===== src/include/line_table_defs.svh =====
// Register map, bus lane codes and DWARF opcode values, included by the RTL and the testbench
`ifndef LINE_TABLE_DEFS_SVH
`define LINE_TABLE_DEFS_SVH

// Lane codes on data_write and data_read
`define RW_8_BIT  2'h0
`define RW_16_BIT 2'h1
`define RW_32_BIT 2'h2
`define RW_NONE   2'h3

// Memory-mapped register addresses
`define REG_PROGRAM_HEADER    6'h0
`define REG_PROGRAM_CODE      6'h1
`define REG_AM_ADDRESS        6'h2
`define REG_AM_FILE           6'h3
`define REG_AM_LINE_COL_FLAGS 6'h4
`define REG_STATUS            6'h5

// DWARF v5 standard opcodes
`define DW_LNS_COPY               8'h01
`define DW_LNS_ADVANCE_PC         8'h02
`define DW_LNS_ADVANCE_LINE       8'h03
`define DW_LNS_SET_FILE           8'h04
`define DW_LNS_SET_COLUMN         8'h05
`define DW_LNS_NEGATE_STMT        8'h06
`define DW_LNS_SET_BASIC_BLOCK    8'h07
`define DW_LNS_FIXED_ADVANCE_PC   8'h09
`define DW_LNS_SET_PROLOGUE_END   8'h0a
`define DW_LNS_SET_EPILOGUE_BEGIN 8'h0b
`define DW_LNS_SET_ISA            8'h0c

// Extended opcode prefix and the one extended opcode that is executed
`define DW_EXTENDED_START   8'h00
`define DW_LNE_END_SEQUENCE 8'h01

`endif


===== src/rtl/line_table_pkg.sv =====
// Shared types of the line-table accelerator, imported by the RTL modules and the testbench
package line_table_pkg;

    typedef logic [5:0]  reg_addr_t;
    typedef logic [1:0]  rw_lanes_t;
    typedef logic [31:0] bus_word_t;
    typedef logic [7:0]  code_byte_t;
    typedef logic [27:0] operand_t;

    // The address is kept in halfwords since instructions are 2-byte aligned
    typedef logic [26:0] am_address_t;
    typedef logic [15:0] am_file_t;
    typedef logic [15:0] am_line_t;
    typedef logic [9:0]  am_column_t;

    typedef enum logic [3:0] {
        ps_ready,
        ps_extended_opcode,
        ps_pause_for_copy,
        ps_pause_for_end_sequence,
        ps_leb0,
        ps_leb1,
        ps_leb2,
        ps_leb3,
        ps_leb_overflow,
        ps_u16_byte0,
        ps_u16_byte1,
        ps_exec
    } parse_state_e;

    // Instruction waiting for its operand to be assembled
    typedef enum logic [2:0] {
        instr_nop,
        instr_advance_pc,
        instr_advance_line,
        instr_set_file,
        instr_set_column,
        instr_extended
    } instr_e;

    // One-cycle command pulses from the sequencer to the abstract machine
    typedef struct packed {
        logic add_address;
        logic add_line;
        logic set_file;
        logic set_column;
        logic negate_stmt;
        logic set_basic_block;
        logic set_prologue_end;
        logic set_epilogue_begin;
        logic set_end_sequence;
        logic clear_row_flags;
        logic clear_sequence;
    } am_cmd_t;

endpackage


===== src/rtl/abstract_machine.sv =====
// DWARF line-table abstract machine registers, updated by commands from the opcode sequencer
module abstract_machine
    import line_table_pkg::*;
(
    input  logic        clk,
    input  logic        reset_this_cycle,
    input  logic        header_write,
    input  bus_word_t   header_data,
    input  am_cmd_t     am_cmd,
    input  operand_t    operand,
    output am_address_t address_out,
    output am_file_t    file_out,
    output am_line_t    line_out,
    output am_column_t  column_out,
    output logic [4:0]  flags_out,
    output logic        default_is_stmt
);
    logic     restore;
    logic     is_stmt;
    logic     basic_block;
    logic     end_sequence;
    logic     prologue_end;
    logic     epilogue_begin;
    operand_t adder_src;
    operand_t adder_sum;

    // Start of a new sequence, with line and file counting from 1
    assign restore = reset_this_cycle || header_write || am_cmd.clear_sequence;

    // Address and line advances never execute together, so they share one adder
    assign adder_src = am_cmd.add_address ? {address_out, 1'b0} : {12'h0, line_out};
    assign adder_sum = adder_src + operand;

    always_ff @(posedge clk) begin
        if (reset_this_cycle) default_is_stmt <= 1'b0;
        else if (header_write) default_is_stmt <= header_data[0];
    end

    always_ff @(posedge clk) begin
        if (restore) begin
            address_out <= '0;
            file_out    <= 16'd1;
            line_out    <= 16'd1;
            column_out  <= '0;
        end else begin
            if (am_cmd.add_address) address_out <= adder_sum[27:1];
            if (am_cmd.add_line) line_out <= adder_sum[15:0];
            if (am_cmd.set_file) file_out <= operand[15:0];
            if (am_cmd.set_column) column_out <= operand[9:0];
        end
    end

    // The header write sees the new default on the same edge, so it takes the bus bit directly
    always_ff @(posedge clk) begin
        if (reset_this_cycle) is_stmt <= 1'b0;
        else if (header_write) is_stmt <= header_data[0];
        else if (am_cmd.clear_sequence) is_stmt <= default_is_stmt;
        else if (am_cmd.negate_stmt) is_stmt <= !is_stmt;
    end

    // These three flags last for one row only
    always_ff @(posedge clk) begin
        if (restore || am_cmd.clear_row_flags) begin
            basic_block    <= 1'b0;
            prologue_end   <= 1'b0;
            epilogue_begin <= 1'b0;
        end else begin
            if (am_cmd.set_basic_block) basic_block <= 1'b1;
            if (am_cmd.set_prologue_end) prologue_end <= 1'b1;
            if (am_cmd.set_epilogue_begin) epilogue_begin <= 1'b1;
        end
    end

    always_ff @(posedge clk) begin
        if (restore) end_sequence <= 1'b0;
        else if (am_cmd.set_end_sequence) end_sequence <= 1'b1;
    end

    // Bit order matches the flag field of the line/column/flags register
    assign flags_out = {epilogue_begin, prologue_end, end_sequence, basic_block, is_stmt};

endmodule


===== src/rtl/code_buffer.sv =====
// Program code buffer that holds the last code write and presents its bytes in lane order
`include "line_table_defs.svh"

module code_buffer
    import line_table_pkg::*;
(
    input  logic       clk,
    input  logic       reset_this_cycle,
    input  logic       header_write,
    input  logic       code_write,
    input  rw_lanes_t  code_lanes,
    input  bus_word_t  code_data,
    input  logic       consume,
    output code_byte_t current_byte,
    output logic       byte_valid
);
    bus_word_t  buffer;
    logic [2:0] lane_count;
    logic [2:0] byte_count;
    logic [2:0] byte_ptr;

    always_comb begin
        case (code_lanes)
            `RW_8_BIT:  lane_count = 3'd1;
            `RW_16_BIT: lane_count = 3'd2;
            `RW_32_BIT: lane_count = 3'd4;
            default:    lane_count = 3'd0;
        endcase
    end

    // Lanes that were not written are zeroed
    always_ff @(posedge clk) begin
        if (code_write) begin
            case (code_lanes)
                `RW_8_BIT:  buffer <= {24'h0, code_data[7:0]};
                `RW_16_BIT: buffer <= {16'h0, code_data[15:0]};
                default:    buffer <= code_data;
            endcase
        end
    end

    // The pointer needs a third bit to say that all four bytes are used up
    always_ff @(posedge clk) begin
        if (reset_this_cycle || header_write) begin
            byte_count <= 3'd0;
            byte_ptr   <= 3'd0;
        end else if (code_write) begin
            byte_count <= lane_count;
            byte_ptr   <= 3'd0;
        end else if (consume) begin
            byte_ptr <= byte_ptr + 3'd1;
        end
    end

    assign current_byte = buffer[byte_ptr[1:0]*8 +: 8];
    assign byte_valid   = byte_ptr < byte_count;

    // The sequencer may only take a byte that this buffer offers
    consume_needs_byte: assert property (@(posedge clk) disable iff (reset_this_cycle)
        consume |-> byte_valid);

endmodule


===== src/rtl/line_table_accelerator.sv =====
// Top level of the DWARF v5 line-table accelerator, attached to the host's byte-laned register bus
`include "line_table_defs.svh"

module line_table_accelerator
    import line_table_pkg::*;
(
    input  logic      clk,
    input  logic      reset_this_cycle,
    input  reg_addr_t address,
    input  bus_word_t data_in,
    input  rw_lanes_t data_write,
    input  rw_lanes_t data_read,
    output bus_word_t data_out,
    output logic      data_ready,
    output logic      interrupt
);
    logic        host_write;
    logic        header_write;
    logic        code_write;
    logic        status_write;
    code_byte_t  current_byte;
    logic        byte_valid;
    logic        consume;
    logic        emit_row;
    am_cmd_t     am_cmd;
    operand_t    operand;
    am_address_t am_address;
    am_file_t    am_file;
    am_line_t    am_line;
    am_column_t  am_column;
    logic [4:0]  am_flags;
    logic        default_is_stmt;
    logic        status;
    bus_word_t   read_word;

    assign host_write   = data_write != `RW_NONE;
    assign header_write = host_write && address == `REG_PROGRAM_HEADER;
    assign code_write   = host_write && address == `REG_PROGRAM_CODE;
    assign status_write = host_write && address == `REG_STATUS;

    code_buffer code_buffer_i (
        .clk              (clk),
        .reset_this_cycle (reset_this_cycle),
        .header_write     (header_write),
        .code_write       (code_write),
        .code_lanes       (data_write),
        .code_data        (data_in),
        .consume          (consume),
        .current_byte     (current_byte),
        .byte_valid       (byte_valid)
    );

    opcode_sequencer opcode_sequencer_i (
        .clk              (clk),
        .reset_this_cycle (reset_this_cycle),
        .host_write       (host_write),
        .header_write     (header_write),
        .status_write     (status_write),
        .current_byte     (current_byte),
        .byte_valid       (byte_valid),
        .consume          (consume),
        .emit_row         (emit_row),
        .am_cmd           (am_cmd),
        .operand          (operand)
    );

    abstract_machine abstract_machine_i (
        .clk              (clk),
        .reset_this_cycle (reset_this_cycle),
        .header_write     (header_write),
        .header_data      (data_in),
        .am_cmd           (am_cmd),
        .operand          (operand),
        .address_out      (am_address),
        .file_out         (am_file),
        .line_out         (am_line),
        .column_out       (am_column),
        .flags_out        (am_flags),
        .default_is_stmt  (default_is_stmt)
    );

    // Status reads 1 while a row waits for the host
    always_ff @(posedge clk) begin
        if (reset_this_cycle || header_write || status_write) status <= 1'b0;
        else if (emit_row) status <= 1'b1;
    end

    always_ff @(posedge clk) begin
        if (reset_this_cycle || status_write) interrupt <= 1'b0;
        else if (emit_row) interrupt <= 1'b1;
    end

    always_comb begin
        case (address)
            `REG_PROGRAM_HEADER:    read_word = {31'h0, default_is_stmt};
            `REG_AM_ADDRESS:        read_word = {4'h0, am_address, 1'b0};
            `REG_AM_FILE:           read_word = {16'h0, am_file};
            `REG_AM_LINE_COL_FLAGS: read_word = {1'b0, am_flags, am_column, am_line};
            `REG_STATUS:            read_word = {31'h0, status};
            default:                read_word = '0;
        endcase
    end

    // Lanes outside the read width return zero
    assign data_out[7:0]   = data_read != `RW_NONE ? read_word[7:0] : 8'h0;
    assign data_out[15:8]  = data_read == `RW_16_BIT || data_read == `RW_32_BIT ?
                             read_word[15:8] : 8'h0;
    assign data_out[31:16] = data_read == `RW_32_BIT ? read_word[31:16] : 16'h0;
    assign data_ready      = 1'b1;

    // The interrupt is only raised together with a pending row in the status register
    irq_with_status: assert property (@(posedge clk) disable iff (reset_this_cycle)
        $rose(interrupt) |-> status);

endmodule


===== src/rtl/opcode_sequencer.sv =====
// Line-number program parser that decodes one byte per clock into abstract machine commands
`include "line_table_defs.svh"

module opcode_sequencer
    import line_table_pkg::*;
(
    input  logic       clk,
    input  logic       reset_this_cycle,
    input  logic       host_write,
    input  logic       header_write,
    input  logic       status_write,
    input  code_byte_t current_byte,
    input  logic       byte_valid,
    output logic       consume,
    output logic       emit_row,
    output am_cmd_t    am_cmd,
    output operand_t   operand
);
    parse_state_e state;
    parse_state_e state_d;
    instr_e       instr;
    instr_e       instr_d;
    logic         leb_signed;
    logic         leb_signed_d;
    logic         paused;
    logic         exec_now;
    logic         parse;
    logic         leb_last;
    logic         sign_fill;

    // Host writes take the whole cycle, so nothing is parsed or executed alongside them
    assign paused    = state == ps_pause_for_copy || state == ps_pause_for_end_sequence;
    assign exec_now  = !host_write && state == ps_exec;
    assign parse     = !host_write && !paused && state != ps_exec && byte_valid;
    assign consume   = parse;
    assign leb_last  = !current_byte[7];
    assign sign_fill = leb_signed && current_byte[6];

    always_comb begin
        state_d      = state;
        instr_d      = instr;
        leb_signed_d = leb_signed;
        emit_row     = 1'b0;
        am_cmd       = '0;
        if (status_write) begin
            // The host has taken the row, so drop the per-row flags and resume
            state_d                = ps_ready;
            instr_d                = instr_nop;
            am_cmd.clear_row_flags = paused;
            am_cmd.clear_sequence  = state == ps_pause_for_end_sequence;
        end else if (exec_now) begin
            am_cmd.add_address = instr == instr_advance_pc;
            am_cmd.add_line    = instr == instr_advance_line;
            am_cmd.set_file    = instr == instr_set_file;
            am_cmd.set_column  = instr == instr_set_column;
            state_d            = instr == instr_extended ? ps_extended_opcode : ps_ready;
        end else if (parse) begin
            case (state)
                ps_ready: begin
                    instr_d      = instr_nop;
                    leb_signed_d = current_byte == `DW_LNS_ADVANCE_LINE;
                    case (current_byte)
                        `DW_LNS_COPY: begin
                            emit_row = 1'b1;
                            state_d  = ps_pause_for_copy;
                        end
                        `DW_LNS_ADVANCE_PC: begin
                            instr_d = instr_advance_pc;
                            state_d = ps_leb0;
                        end
                        `DW_LNS_ADVANCE_LINE: begin
                            instr_d = instr_advance_line;
                            state_d = ps_leb0;
                        end
                        `DW_LNS_SET_FILE: begin
                            instr_d = instr_set_file;
                            state_d = ps_leb0;
                        end
                        `DW_LNS_SET_COLUMN: begin
                            instr_d = instr_set_column;
                            state_d = ps_leb0;
                        end
                        `DW_LNS_FIXED_ADVANCE_PC: begin
                            instr_d = instr_advance_pc;
                            state_d = ps_u16_byte0;
                        end
                        `DW_EXTENDED_START: begin
                            instr_d = instr_extended;
                            state_d = ps_leb0;
                        end
                        // The ISA operand is parsed and then thrown away
                        `DW_LNS_SET_ISA:            state_d = ps_leb0;
                        `DW_LNS_NEGATE_STMT:        am_cmd.negate_stmt = 1'b1;
                        `DW_LNS_SET_BASIC_BLOCK:    am_cmd.set_basic_block = 1'b1;
                        `DW_LNS_SET_PROLOGUE_END:   am_cmd.set_prologue_end = 1'b1;
                        `DW_LNS_SET_EPILOGUE_BEGIN: am_cmd.set_epilogue_begin = 1'b1;
                        default:                    state_d = ps_ready;
                    endcase
                end
                ps_extended_opcode: begin
                    if (current_byte == `DW_LNE_END_SEQUENCE) begin
                        emit_row                = 1'b1;
                        am_cmd.set_end_sequence = 1'b1;
                        state_d                 = ps_pause_for_end_sequence;
                    end else begin
                        state_d = ps_ready;
                    end
                end
                ps_leb0:      state_d = leb_last ? ps_exec : ps_leb1;
                ps_leb1:      state_d = leb_last ? ps_exec : ps_leb2;
                ps_leb2:      state_d = leb_last ? ps_exec : ps_leb3;
                ps_u16_byte0: state_d = ps_u16_byte1;
                ps_u16_byte1: state_d = ps_exec;
                // Groups past the fourth would overflow 28 bits, so they are skipped
                default:      state_d = leb_last ? ps_exec : ps_leb_overflow;
            endcase
        end
    end

    always_ff @(posedge clk) begin
        if (reset_this_cycle || header_write) begin
            state      <= ps_ready;
            instr      <= instr_nop;
            leb_signed <= 1'b0;
        end else begin
            state      <= state_d;
            instr      <= instr_d;
            leb_signed <= leb_signed_d;
        end
    end

    // LEB groups fill from the bottom, and a signed value copies bit 6 of each group upwards
    always_ff @(posedge clk) begin
        if (reset_this_cycle || header_write) begin
            operand <= '0;
        end else if (parse) begin
            case (state)
                ps_leb0:      operand <= {{21{sign_fill}}, current_byte[6:0]};
                ps_leb1:      operand <= {{14{sign_fill}}, current_byte[6:0], operand[6:0]};
                ps_leb2:      operand <= {{7{sign_fill}}, current_byte[6:0], operand[13:0]};
                ps_leb3:      operand <= {current_byte[6:0], operand[20:0]};
                ps_u16_byte0: operand <= {20'h0, current_byte};
                ps_u16_byte1: operand <= {12'h0, current_byte, operand[7:0]};
                default:      operand <= operand;
            endcase
        end
    end

    // A row comes only from an opcode byte, and parsing then holds until the host answers
    row_from_opcode: assert property (@(posedge clk) disable iff (reset_this_cycle)
        emit_row |-> (state == ps_ready || state == ps_extended_opcode) ##1 paused);

endmodule


===== config.mk =====
export PLATFORM = sky130hd
export DESIGN_NAME = line_table_accelerator
export DESIGN_NICKNAME = d
export VERILOG_FILES = /design/src/rtl/line_table_pkg.sv /design/src/rtl/abstract_machine.sv /design/src/rtl/code_buffer.sv /design/src/rtl/line_table_accelerator.sv /design/src/rtl/opcode_sequencer.sv
export VERILOG_INCLUDE_DIRS = /design/src /design/src/include
export SDC_FILE = /design/constraint.sdc
export NUM_CORES = 1
export LEC_CHECK = 0
export BUFFER_PORTS_ARGS = -buffer_cell sky130_fd_sc_hd__buf_2
export CAP_MARGIN = 30
export CORE_ASPECT_RATIO = 0.75
export CORE_MARGIN = 3
export CORE_UTILIZATION = 56
export DETAILED_ROUTE_END_ITERATION = 10
export PLACE_DENSITY = 0.77
export SYNTH_ARGS = -nofsm -noshare
export SYNTH_HDL_FRONTEND = slang
export SYNTH_HIERARCHICAL = 1
export SYNTH_SLANG_ARGS = --single-unit

===== constraint.sdc =====
create_clock -name clk -period 5.3 [get_ports clk]
set_input_delay 0.53 -clock clk [delete_from_list [all_inputs] [get_ports clk]]
set_output_delay 0.53 -clock clk [all_outputs]
set_load 0.03 [all_outputs]

==> results.toml, run 1 <==
[grt]
grt_pass1_wl_mm = 37.75
antenna_found_initial = 0
grt_max_degree = 59
overflow = 0
grtUsageTotal_pct = 26.56
grt_pass1_vias = 7179

[yosys]
ys_seq_area_share_pct = 36.83
synth_top_area_share_pct = 26.24
syn_inst = 1011
ys_warn_count = 6
netlist-cell-type-count = 86
ys_ff_latch = 151
synth.most_common_cell = "dfxtp_1"
synth.avg_cell_area_sq_um = 8.979
ys_top_cells_by_count = "dfxtp_1, nor2_1, nand3_1, mux2i_1, nand2_1"
synth-edff-count = 32
yosys.area.top_type = "dfxtp_1"
synthArstFlopShare_pct = 0
synth_nets = 1088
synthTopCellsByArea = "dfxtp_1, edfxtp_1, mux2i_1, nor2_1, ha_1"
synth_flop_cell = "dfxtp_1"
syn-cell-area_sq_um = 9077

[place]
dp_cells = 1233
gp_congestion = 0.9565
dpl.hpwl_mm = 16.69
io_buffers = 75

[clock_network]
clockBufferDepth = 2
cts_tree = "yes"
cts_hold_buf = 0
cts_inserted_buffers = 17
clkSinkCount = 151
htreeDepth = 4
post_cts_resized = 0
path_clk_slew_ns = 0.07
root_buffer = "clkbuf_16"
cts_setup_buffers = 0
clock_latency_ns = 0.43

[floorplanning]
start_util_pct = 58.32
coreArea_sq_um = 15570
die_area_sq_um = 17790
ios = 78
die_x_um = 153.0
fp-row-count = 39
die_h_um = 116.3

[sta]
slew_headroom_pct = 28.17
fin_crit_sh_pct = 87.22
rsz0062_at_grt = "no"
setup_tns_ns = 0
finalSetupViolCount = 0
finClkSkew_ns = 0.01617
worstMarginPinSlew_ns = 1.063
min_period_ns = 4.623
drv_slew = 0
fmax_mhz = 216.3
hold_viol = 0

[setup_path]
cp_max_fo = 31
startpoint = "opcode_sequencer_i/state[3]$_SDFFE_PP0P_"
endpoint_kind = "flop"
arrival_ns = 4.93
rrSetupSlack_ns = 0.68
r2r-start = "opcode_sequencer_i/state[3]$_SDFFE_PP0P_"
path_class = "flop to flop"
required_ns = 5.61
startpoint_type = "flop"

[layout]
nets = 1124
area_growth_pct = 10.86
stdcell_count = 1265
antennaDiodeCount = 0
finish.utilization_pct = 64.65
fillers = 1276
final_layout_size_suffix_gt1_share_pct = 19.15

[job]
max-cap-violations = 0

[route]
drtIter0Drc = 756
vias_per_cell = 6.086
drc_errors = 0
wl_mm = 23.72
ant_nets = 0
vias = 7699
drt-pass1-iter-count = 5
post_drt_wl_per_cell_um = 18.75

[power]
p_leak_nw = 3.808
p_per_area_nw_per_um2 = 245.7
peakVddDrop_v = 0.0001843

[run_status]
status = "finished clean"

[worst_hold_path]
holdCritStartpoint = "data_in[7]"
hp-class = "primary input to flop"
worst paths after layout:
| kind | end | cells after the start |
|---|---|---|
| hold reg to reg | abstract_machine_i/end_sequence$_SDFFE_PP0P_ | 2 |
| hold / removal | code_buffer_i/buffer[7]$_DFFE_PP_ | 1 |
| setup reg to reg | abstract_machine_i/address_out[25]$_SDFFE_PP0P_ | 15 |
| setup / recovery | abstract_machine_i/address_out[25]$_SDFFE_PP0P_ | 15 |
cell usage in the layout (no fill, tap or decap), drive strengths merged, types with 3 or more instances in the layout:
cell	Yosys	final
a211o	3	3
a211oi	7	7
a21boi	13	13
a21o	12	12
a21oi	75	75
a22oi	7	7
a31o	3	3
a31oi	4	4
and2	32	32
and2b	5	5
and3	15	15
buf	46	91
clkbuf	28	17
clkinv	0	4
clkinvlp	0	3
dfxtp	119	119
edfxtp	32	32
ha	32	32
inv	17	25
mux2	29	29
mux2i	70	70
mux4	8	8
nand2	67	67
nand2b	12	12
nand3	72	72
nand4	5	5
nand4b	3	3
nor2	115	115
nor2b	15	15
nor3	20	20
nor3b	6	6
nor4	7	7
o211ai	6	6
o21a	6	6
o21ai	48	48
o21bai	3	3
or3	8	8
xnor2	13	13
xor2	11	11
metrics by stage:
step	total power (W)	hold WS [ns]	setup slack (ns)	area (sq um)
detailed placement	0.001297	0.4619	0.4399	9480
global placement	0.001294	0.4545	0.5634	9454
global route	0.002540	0.2581	0.5117	10060
finish	0.002472	0.2709	0.6774	10060
CTS	0.002481	0.2552	0.7672	10060
floorplan	0.001261	0.4401	0.8816	9077
worst max-delay path, stage by stage (launching register included):
cell and delay, ns:
dfxtp_1 0.58, nand2b_1 0.18, or3_1 0.47, nor3_2 0.16, nor3b_2 0.28, buf_12 0.26, mux2_2 0.39, fa_1 0.44
a21oi_1 0.23, o21a_1 0.19, o21ai_2 0.08, a21oi_2 0.29, nor3_1 0.10, o211a_1 0.26, o2111a_1 0.26, a311o_1 0.32
final cells by class:
cell class                      count  area, sq um  share of cell area (%)
Clock buffer                       17        425.4                   4.227
Clock inverter                     15        157.7                   1.567
Sequential cell                   151         3343                   33.22
Tap cell                          205        256.5                   2.549
Inverter                           17        63.81                  0.6341
Timing Repair Buffer               91        519.2                   5.160
Multi-Input combinational cell    769         5298                   52.64
sequential cells by signal, indices dropped and copies added, names as in the netlist:
register / count
opcode_sequencer_i/instr: 3
abstract_machine_i/end_sequence: 1
opcode_sequencer_i/leb_signed: 1
abstract_machine_i/default_is_stmt: 1
code_buffer_i/byte_ptr: 3
abstract_machine_i/prologue_end: 1
abstract_machine_i/basic_block: 1
abstract_machine_i/column_out: 10
abstract_machine_i/epilogue_begin: 1
abstract_machine_i/file_out: 16
opcode_sequencer_i/state: 4
status: 1
abstract_machine_i/address_out: 27
code_buffer_i/buffer: 32
interrupt: 1
code_buffer_i/byte_count: 3
abstract_machine_i/line_out: 16
abstract_machine_i/is_stmt: 1
opcode_sequencer_i/operand: 28
routing by layer:
metal	vias to the layer above	global-route usage, %	wire, um	share of wire [%]
met2	317	41.44	10380	44
met3	40	4.926	1760	7.4
met4	0	7.478	422	1.8
li1	3693	-	-	-
met5	-	0	0	0
met1	3649	38.22	11150	47
cells by family after synthesis:
group,Yosys count,synth area share [%]
other,2,0.08273
multiplexers,107,13.30
flip-flops,151,36.83
AND/OR/NAND/NOR,394,22.30
buffers and inverters,91,5.127
adder cells (fa/ha/maj),33,4.631
XOR/XNOR,24,2.316
AO/OA/AOI/OAI,209,15.41
report_power, final:
group	internal (W)	switching (W)	total [W]	leakage, nW
sequential	0.00117	0.000000899	0.00118	1.22
clock	0.000629	0.000571	0.00120	0.277
combinational	0.0000319	0.0000643	0.0000962	2.31
(Power assumes the default switching activity.)
==> run 2: changes to the inputs <==
- CTS_BUF_LIST: unset -> sky130_fd_sc_hd__clkbuf_8
==> run 2 against run 1 <==
Against the previous run: power fell by 13%; setup slack improved by 0.018 ns; sequential power is essentially flat; critical path depth is the same; final cell count unchanged; count of clock-buffer cells in the layout is the same; critical endpoint unchanged; sequential share of layout area is 0.64 points higher.
==> results.toml, run 2 (synthesized netlist as in run 1, its figures left out) <==
[floorplanning]
die_h_um = 116.3
ios = 78
fp-row-count = 39
start_util_pct = 58.32
die_area_sq_um = 17790
die_x_um = 153.0
coreArea_sq_um = 15570

[layout]
stdcell_count = 1265
area_growth_pct = 8.753
antennaDiodeCount = 0
largest_reg_flops = 32
reg_top3 = "code_buffer_i/buffer: 32 flops, opcode_sequencer_i/operand: 28 flops, abstract_machine_i/address_out: 27 flops"
layout_commonest_cell = "dfxtp_1"
top_register = "code_buffer_i/buffer"
final_layout_size_suffix_gt1_share_pct = 19.15
nets = 1124
mostFrequentLayoutCells = "dfxtp_1, nor2_1, buf_2, nand3_1, mux2i_1"

[place]
dpl.hpwl_mm = 16.69
dp_cells = 1233
io_buffers = 75
gp_congestion = 0.9565

[grt]
grt_pass1_vias = 7132
grtUsageTotal_pct = 26.35
grt_pass1_wl_mm = 37.47
antenna_found_initial = 0
grt_max_degree = 59
overflow = 0

[power]
internal-power_w = 0.001558
p_per_area_nw_per_um2 = 218.2
clockPowerShare_pct = 41.0
p_leak_nw = 3.720
power_frac_comb_pct = 4.4
p_seq_share_pct = 54.5
p_sw_share_pct = 27.67
p_switching_w = 0.0005961
peakVddDrop_v = 0.0001486

[route]
vias = 7625
drt-pass1-iter-count = 6
drc_errors = 0
post_drt_wl_per_cell_um = 18.48
vias_per_cell = 6.028
ant_nets = 0
wl_mm = 23.38
drtIter0Drc = 717

[clock_network]
post_cts_resized = 0
path_clk_slew_ns = 0.10
htreeDepth = 4
cts_hold_buf = 0
cts_inserted_buffers = 17
cts_setup_buffers = 0
cts_tree = "yes"
clkSinkCount = 151
clockBufferDepth = 2
root_buffer = "clkbuf_8"
clock_latency_ns = 0.47

[sta]
setup_tns_ns = 0
drv_slew = 0
finalSetupViolCount = 0
rsz0062_at_grt = "no"
fmax_mhz = 217.2
worstMarginPinSlew_ns = 1.041
fin_crit_sh_pct = 86.89
finClkSkew_ns = 0.01215
min_period_ns = 4.605
hold_viol = 0
slew_headroom_pct = 29.64
whs_ns = 0.2287

[worst_hold_path]
holdCritStartpoint = "data_in[7]"
hp-class = "primary input to flop"

[setup_path]
required_ns = 5.66
startpoint = "opcode_sequencer_i/state[3]$_SDFFE_PP0P_"
startpoint_type = "flop"
path_class = "flop to flop"
arrival_ns = 4.96
endpoint_kind = "flop"
r2r-start = "opcode_sequencer_i/state[3]$_SDFFE_PP0P_"
cp_max_fo = 31

[job]
max-cap-violations = 0

[run_status]
status = "finished clean"
[run 2: cell counts in the layout (fill, tap and decap cells not counted)]
No cell type changed its count.
[run 2: final timing paths]
kind | cells after the start | slack (ns) | end
max | 15 | 0.70 | abstract_machine_i/address_out[25]$_SDFFE_PP0P_
min | 1 | 0.23 | code_buffer_i/buffer[7]$_DFFE_PP_
max reg2reg | 15 | 0.70 | abstract_machine_i/address_out[25]$_SDFFE_PP0P_
min reg2reg | 2 | 0.48 | abstract_machine_i/end_sequence$_SDFFE_PP0P_
[run 2: power by group through the flow]
stage,Clock [W],Combinational (W),Sequential (W)
2_1_floorplan,0,0.0000594,0.00120
3_3_place_gp,0,0.0000927,0.00120
3_5_place_dp,0,0.0000948,0.00120
4_1_cts,0.000894,0.0000948,0.00118
5_1_grt,0.000940,0.000103,0.00118
6_report,0.000884,0.0000957,0.00118
[run 2: worst max-delay path, stage by stage (launching register included)]
cell and delay, ns:
dfxtp_1 0.60, nand2b_1 0.19, or3_1 0.47, nor3_2 0.16, nor3b_2 0.28, buf_12 0.26, mux2_2 0.39, fa_1 0.44
a21oi_1 0.24, o21a_1 0.19, o21ai_2 0.09, a21oi_2 0.28, nor3_1 0.10, o211a_1 0.26, o2111a_1 0.25, a311o_1 0.30
[run 2: metal layers]
layer	vias to the layer above	wire length, um	global-route usage, %
li1	3705	-	-
met1	3600	11160	38.02
met2	290	10160	40.94
met3	30	1698	5.296
met4	0	363	6.884
met5	-	0	0
[run 2: area by class of cell]
type | instances | area, sq um
timing repair buffer | 91 | 519.2
fill | 1320 | 5694
inverter | 17 | 63.81
sequential | 151 | 3343
clock buffer | 17 | 234.0
tap | 205 | 256.5
clock inverter | 15 | 157.7
multi-input combinational | 769 | 5298
[run 2: through the flow]
step           total power (W)  cell area (sq um)  setup slack [ns]  util, %
2_1_floorplan         0.001261               9077            0.8816        -
3_3_place_gp          0.001294               9454            0.5634    60.73
3_5_place_dp          0.001297               9480            0.4399    60.90
4_1_cts               0.002164               9872            0.7842    63.42
5_1_grt               0.002219               9872            0.5034    63.42
6_report              0.002155               9872            0.6950    63.42
==> run 3: changes to the inputs <==
- ABC_CLOCK_PERIOD_IN_PS: unset -> 5300
- SKIP_CTS_REPAIR_TIMING: unset -> 1
- SYNTH_HIERARCHICAL: 1 -> unset
==> run 3 against run 2 <==
Against the previous run: hold slack got worse by 0.020 ns; fmax increased by 2.4%; synthesized cell count increased by 9.7%; global-route usage increased by 4.4 points; register-to-register slack improved by 0.11 ns; sequential share of layout area about the same; highest routed layer unchanged.
==> results.toml, run 3 <==
[grt]
grt_max_degree = 41
grt_pass1_vias = 7835
overflow = 0
antenna_found_initial = 0
grt_pass1_wl_mm = 42.88
grtUsageTotal_pct = 30.74

[yosys]
synth.avg_cell_area_sq_um = 8.063
ys_top_cells_by_count = "nand2_1, a21oi_1, dfxtp_1, nor2_1, clkbuf_1"
synth_top_area_share_pct = 26.64
synth_nets = 1188
synthTopCellsByArea = "dfxtp_1, edfxtp_1, nand2_1, a21oi_1, ha_1"
ys_ff_latch = 151
syn_inst = 1109
synthArstFlopShare_pct = 0
ys_warn_count = 0
netlist-cell-type-count = 75
ys_seq_area_share_pct = 37.39
syn-cell-area_sq_um = 8942
yosys.area.top_type = "dfxtp_1"
synth_flop_cell = "dfxtp_1"
synth-edff-count = 32
synth.most_common_cell = "nand2_1"

[job]
max-cap-violations = 0

[sta]
hold_viol = 0
fin_ws_ns = 0.8049
drv_slew = 0
finClkSkew_ns = 0.01700
min_period_ns = 4.495
rsz0062_at_grt = "no"
worstMarginPinSlew_ns = 0.9604
finalSetupViolCount = 0
slew_headroom_pct = 35.98
whs_ns = 0.2090
setup_tns_ns = 0
fmax_mhz = 222.5
fin_crit_sh_pct = 84.81

[setup_path]
r2r_end = "abstract_machine_i.address_out[21]$_SDFFE_PP0P_"
cp_cell_sequence = "nand4b_1 -> or4_1 -> buf_4 -> and2_1 -> ha_1 -> inv_1 -> fa_1 -> nor2b_1 -> o31a_1 -> o211ai_1 -> a2111oi_0 -> or4_1 -> nand3_1"
crit_slowest_cell = "or4_1"
startpoint_type = "flop"
worst_path_largest_cell_delay_ns = 0.71
r2r-start = "opcode_sequencer_i.state[3]$_SDFFE_PP0P_"
required_ns = 5.73
path_buf_inv = 2
cp_top_family = "simple AND/OR/NAND/NOR gates"
cp_max_fo = 39
rrSetupSlack_ns = 0.80
endpoint_kind = "flop"
arrival_ns = 4.92
reg2regPathDepth = 13
path_common_cell = "or4_1"
path_class = "flop to flop"

[layout]
top_register = "code_buffer_i.buffer"
largest_reg_flops = 32
area_growth_pct = 10.54
antennaDiodeCount = 0
stdcell_count = 1363
layout_commonest_cell = "nand2_1"
mostFrequentLayoutCells = "nand2_1, a21oi_1, dfxtp_1, buf_2, nor2_1"
nets = 1224
reg_top3 = "code_buffer_i.buffer: 32 flops, opcode_sequencer_i.operand: 28 flops, abstract_machine_i.address_out: 27 flops"
final_layout_size_suffix_gt1_share_pct = 13.90

[place]
dpl.hpwl_mm = 19.50
gp_congestion = 1.049
pre_cts_slack_ns = 0.7483
dp_cells = 1331
io_buffers = 75

[clock_network]
clkSinkCount = 151
clockBufferDepth = 2
root_buffer = "clkbuf_8"
path_clk_slew_ns = 0.10
clock_latency_ns = 0.49
cts_inserted_buffers = 17
htreeDepth = 4
cts_tree = "yes"

[route]
wl_mm = 26.94
drt-met1-wl_mm = 11.90
vias_per_cell = 6.414
drtIter0Drc = 1178
drt-pass1-iter-count = 8
ant_nets = 0
post_drt_wl_per_cell_um = 19.77
met3_length_mm = 3.321
dr_wl_met2_mm = 10.91
vias = 8742
drc_errors = 0
route.top_layer_used = "met4"

[floorplanning]
die_h_um = 115.4
die_x_um = 151.9
coreArea_sq_um = 15420
start_util_pct = 57.99
fp-row-count = 39
die_area_sq_um = 17540
ios = 78

[power]
p_per_area_nw_per_um2 = 224.3
peakVddDrop_v = 0.0001899
p_leak_nw = 3.764

[run_status]
status = "finished clean"

[worst_hold_path]
holdCritStartpoint = "data_in[6]"
hp-class = "primary input to flop"
min_to = "code_buffer_i.buffer[6]$_DFFE_PP_"
min_path_cells = 1
-- run 3: cell count changes in the layout (fill, tap and decap cells not counted), sizes merged, moves of 9 or more --
cell	before	now
a21boi	13	4
nand2	67	185
mux2	29	1
a21oi	75	129
o21ai	48	57
nand3	72	46
nor2	115	68
a22oi	7	27
mux2i	70	13
-- run 3: metrics by stage --
step           power, W  cell area, sq um  utilization, %
2_1_floorplan  0.001249              8942               -
3_3_place_gp   0.001280              9417           61.07
3_5_place_dp   0.001283              9459           61.34
4_1_cts        0.002218              9884           64.10
5_1_grt        0.002278              9884           64.10
6_report       0.002217              9884           64.10
-- run 3: logic make-up after synthesis --
kind of cell               after synthesis  synth area share, %
and+or+nand+nor                        459                24.75
AOI/OAI and AO/OA                      332                23.80
DFF                                    151                37.39
buffers and inverters                   96                4.226
adders and majority gates               35                4.981
muxes                                   22                3.596
xor gates and xnor gates                12                1.175
other                                    2              0.08398
-- run 3: worst register-to-register path, cell delays in order (launching register included) --
cell	delay (ns)
dfxtp_1	0.69
nand4b_1	0.19
or4_1	0.71
buf_4	0.36
and2_1	0.23
ha_1	0.22
inv_1	0.08
fa_1	0.21
nor2b_1	0.08
o31a_1	0.31
o211ai_1	0.48
a2111oi_0	0.26
or4_1	0.54
nand3_1	0.07
-- run 3: cell type report --
class | instances | area (sq um)
clock buffers | 17 | 234.0
clock inverters | 15 | 191.4
fillers | 1338 | 5535
inverters | 22 | 82.58
multi-input cells | 862 | 5254
flip-flops and latches | 151 | 3343
well taps | 205 | 256.5
repair buffers | 91 | 523.0
-- run 3: layer usage --
metal | GRT usage (%) | vias up
li1 | - | 4097
met1 | 45.38 | 4048
met2 | 43.43 | 535
met3 | 8.324 | 62
met4 | 10.84 | 0
met5 | 0 | -
-- run 3: worst max-delay path by stage --
stage                                             startpoint  cells after the start  slack [ns]                                               to
floorplan                                      data_write[1]                     15        1.08  abstract_machine_i.address_out[26]$_SDFFE_PP0P_
global placement                               data_write[1]                     14        0.86  abstract_machine_i.address_out[21]$_SDFFE_PP0P_
detailed placement                             data_write[1]                     14        0.75  abstract_machine_i.address_out[21]$_SDFFE_PP0P_
CTS                 opcode_sequencer_i.state[3]$_SDFFE_PP0P_                     13        0.91  abstract_machine_i.address_out[21]$_SDFFE_PP0P_
global route        opcode_sequencer_i.state[3]$_SDFFE_PP0P_                     13        0.58  abstract_machine_i.address_out[24]$_SDFFE_PP0P_
finish              opcode_sequencer_i.state[3]$_SDFFE_PP0P_                     13        0.80  abstract_machine_i.address_out[21]$_SDFFE_PP0P_
-- run 3: power breakdown --
part,internal [W],total [W],switching [W]
clock network,0.000408,0.000959,0.000551
registers,0.00117,0.00118,0.00000125
logic,0.0000281,0.0000821,0.0000540
total,0.00161,0.00222,0.000607
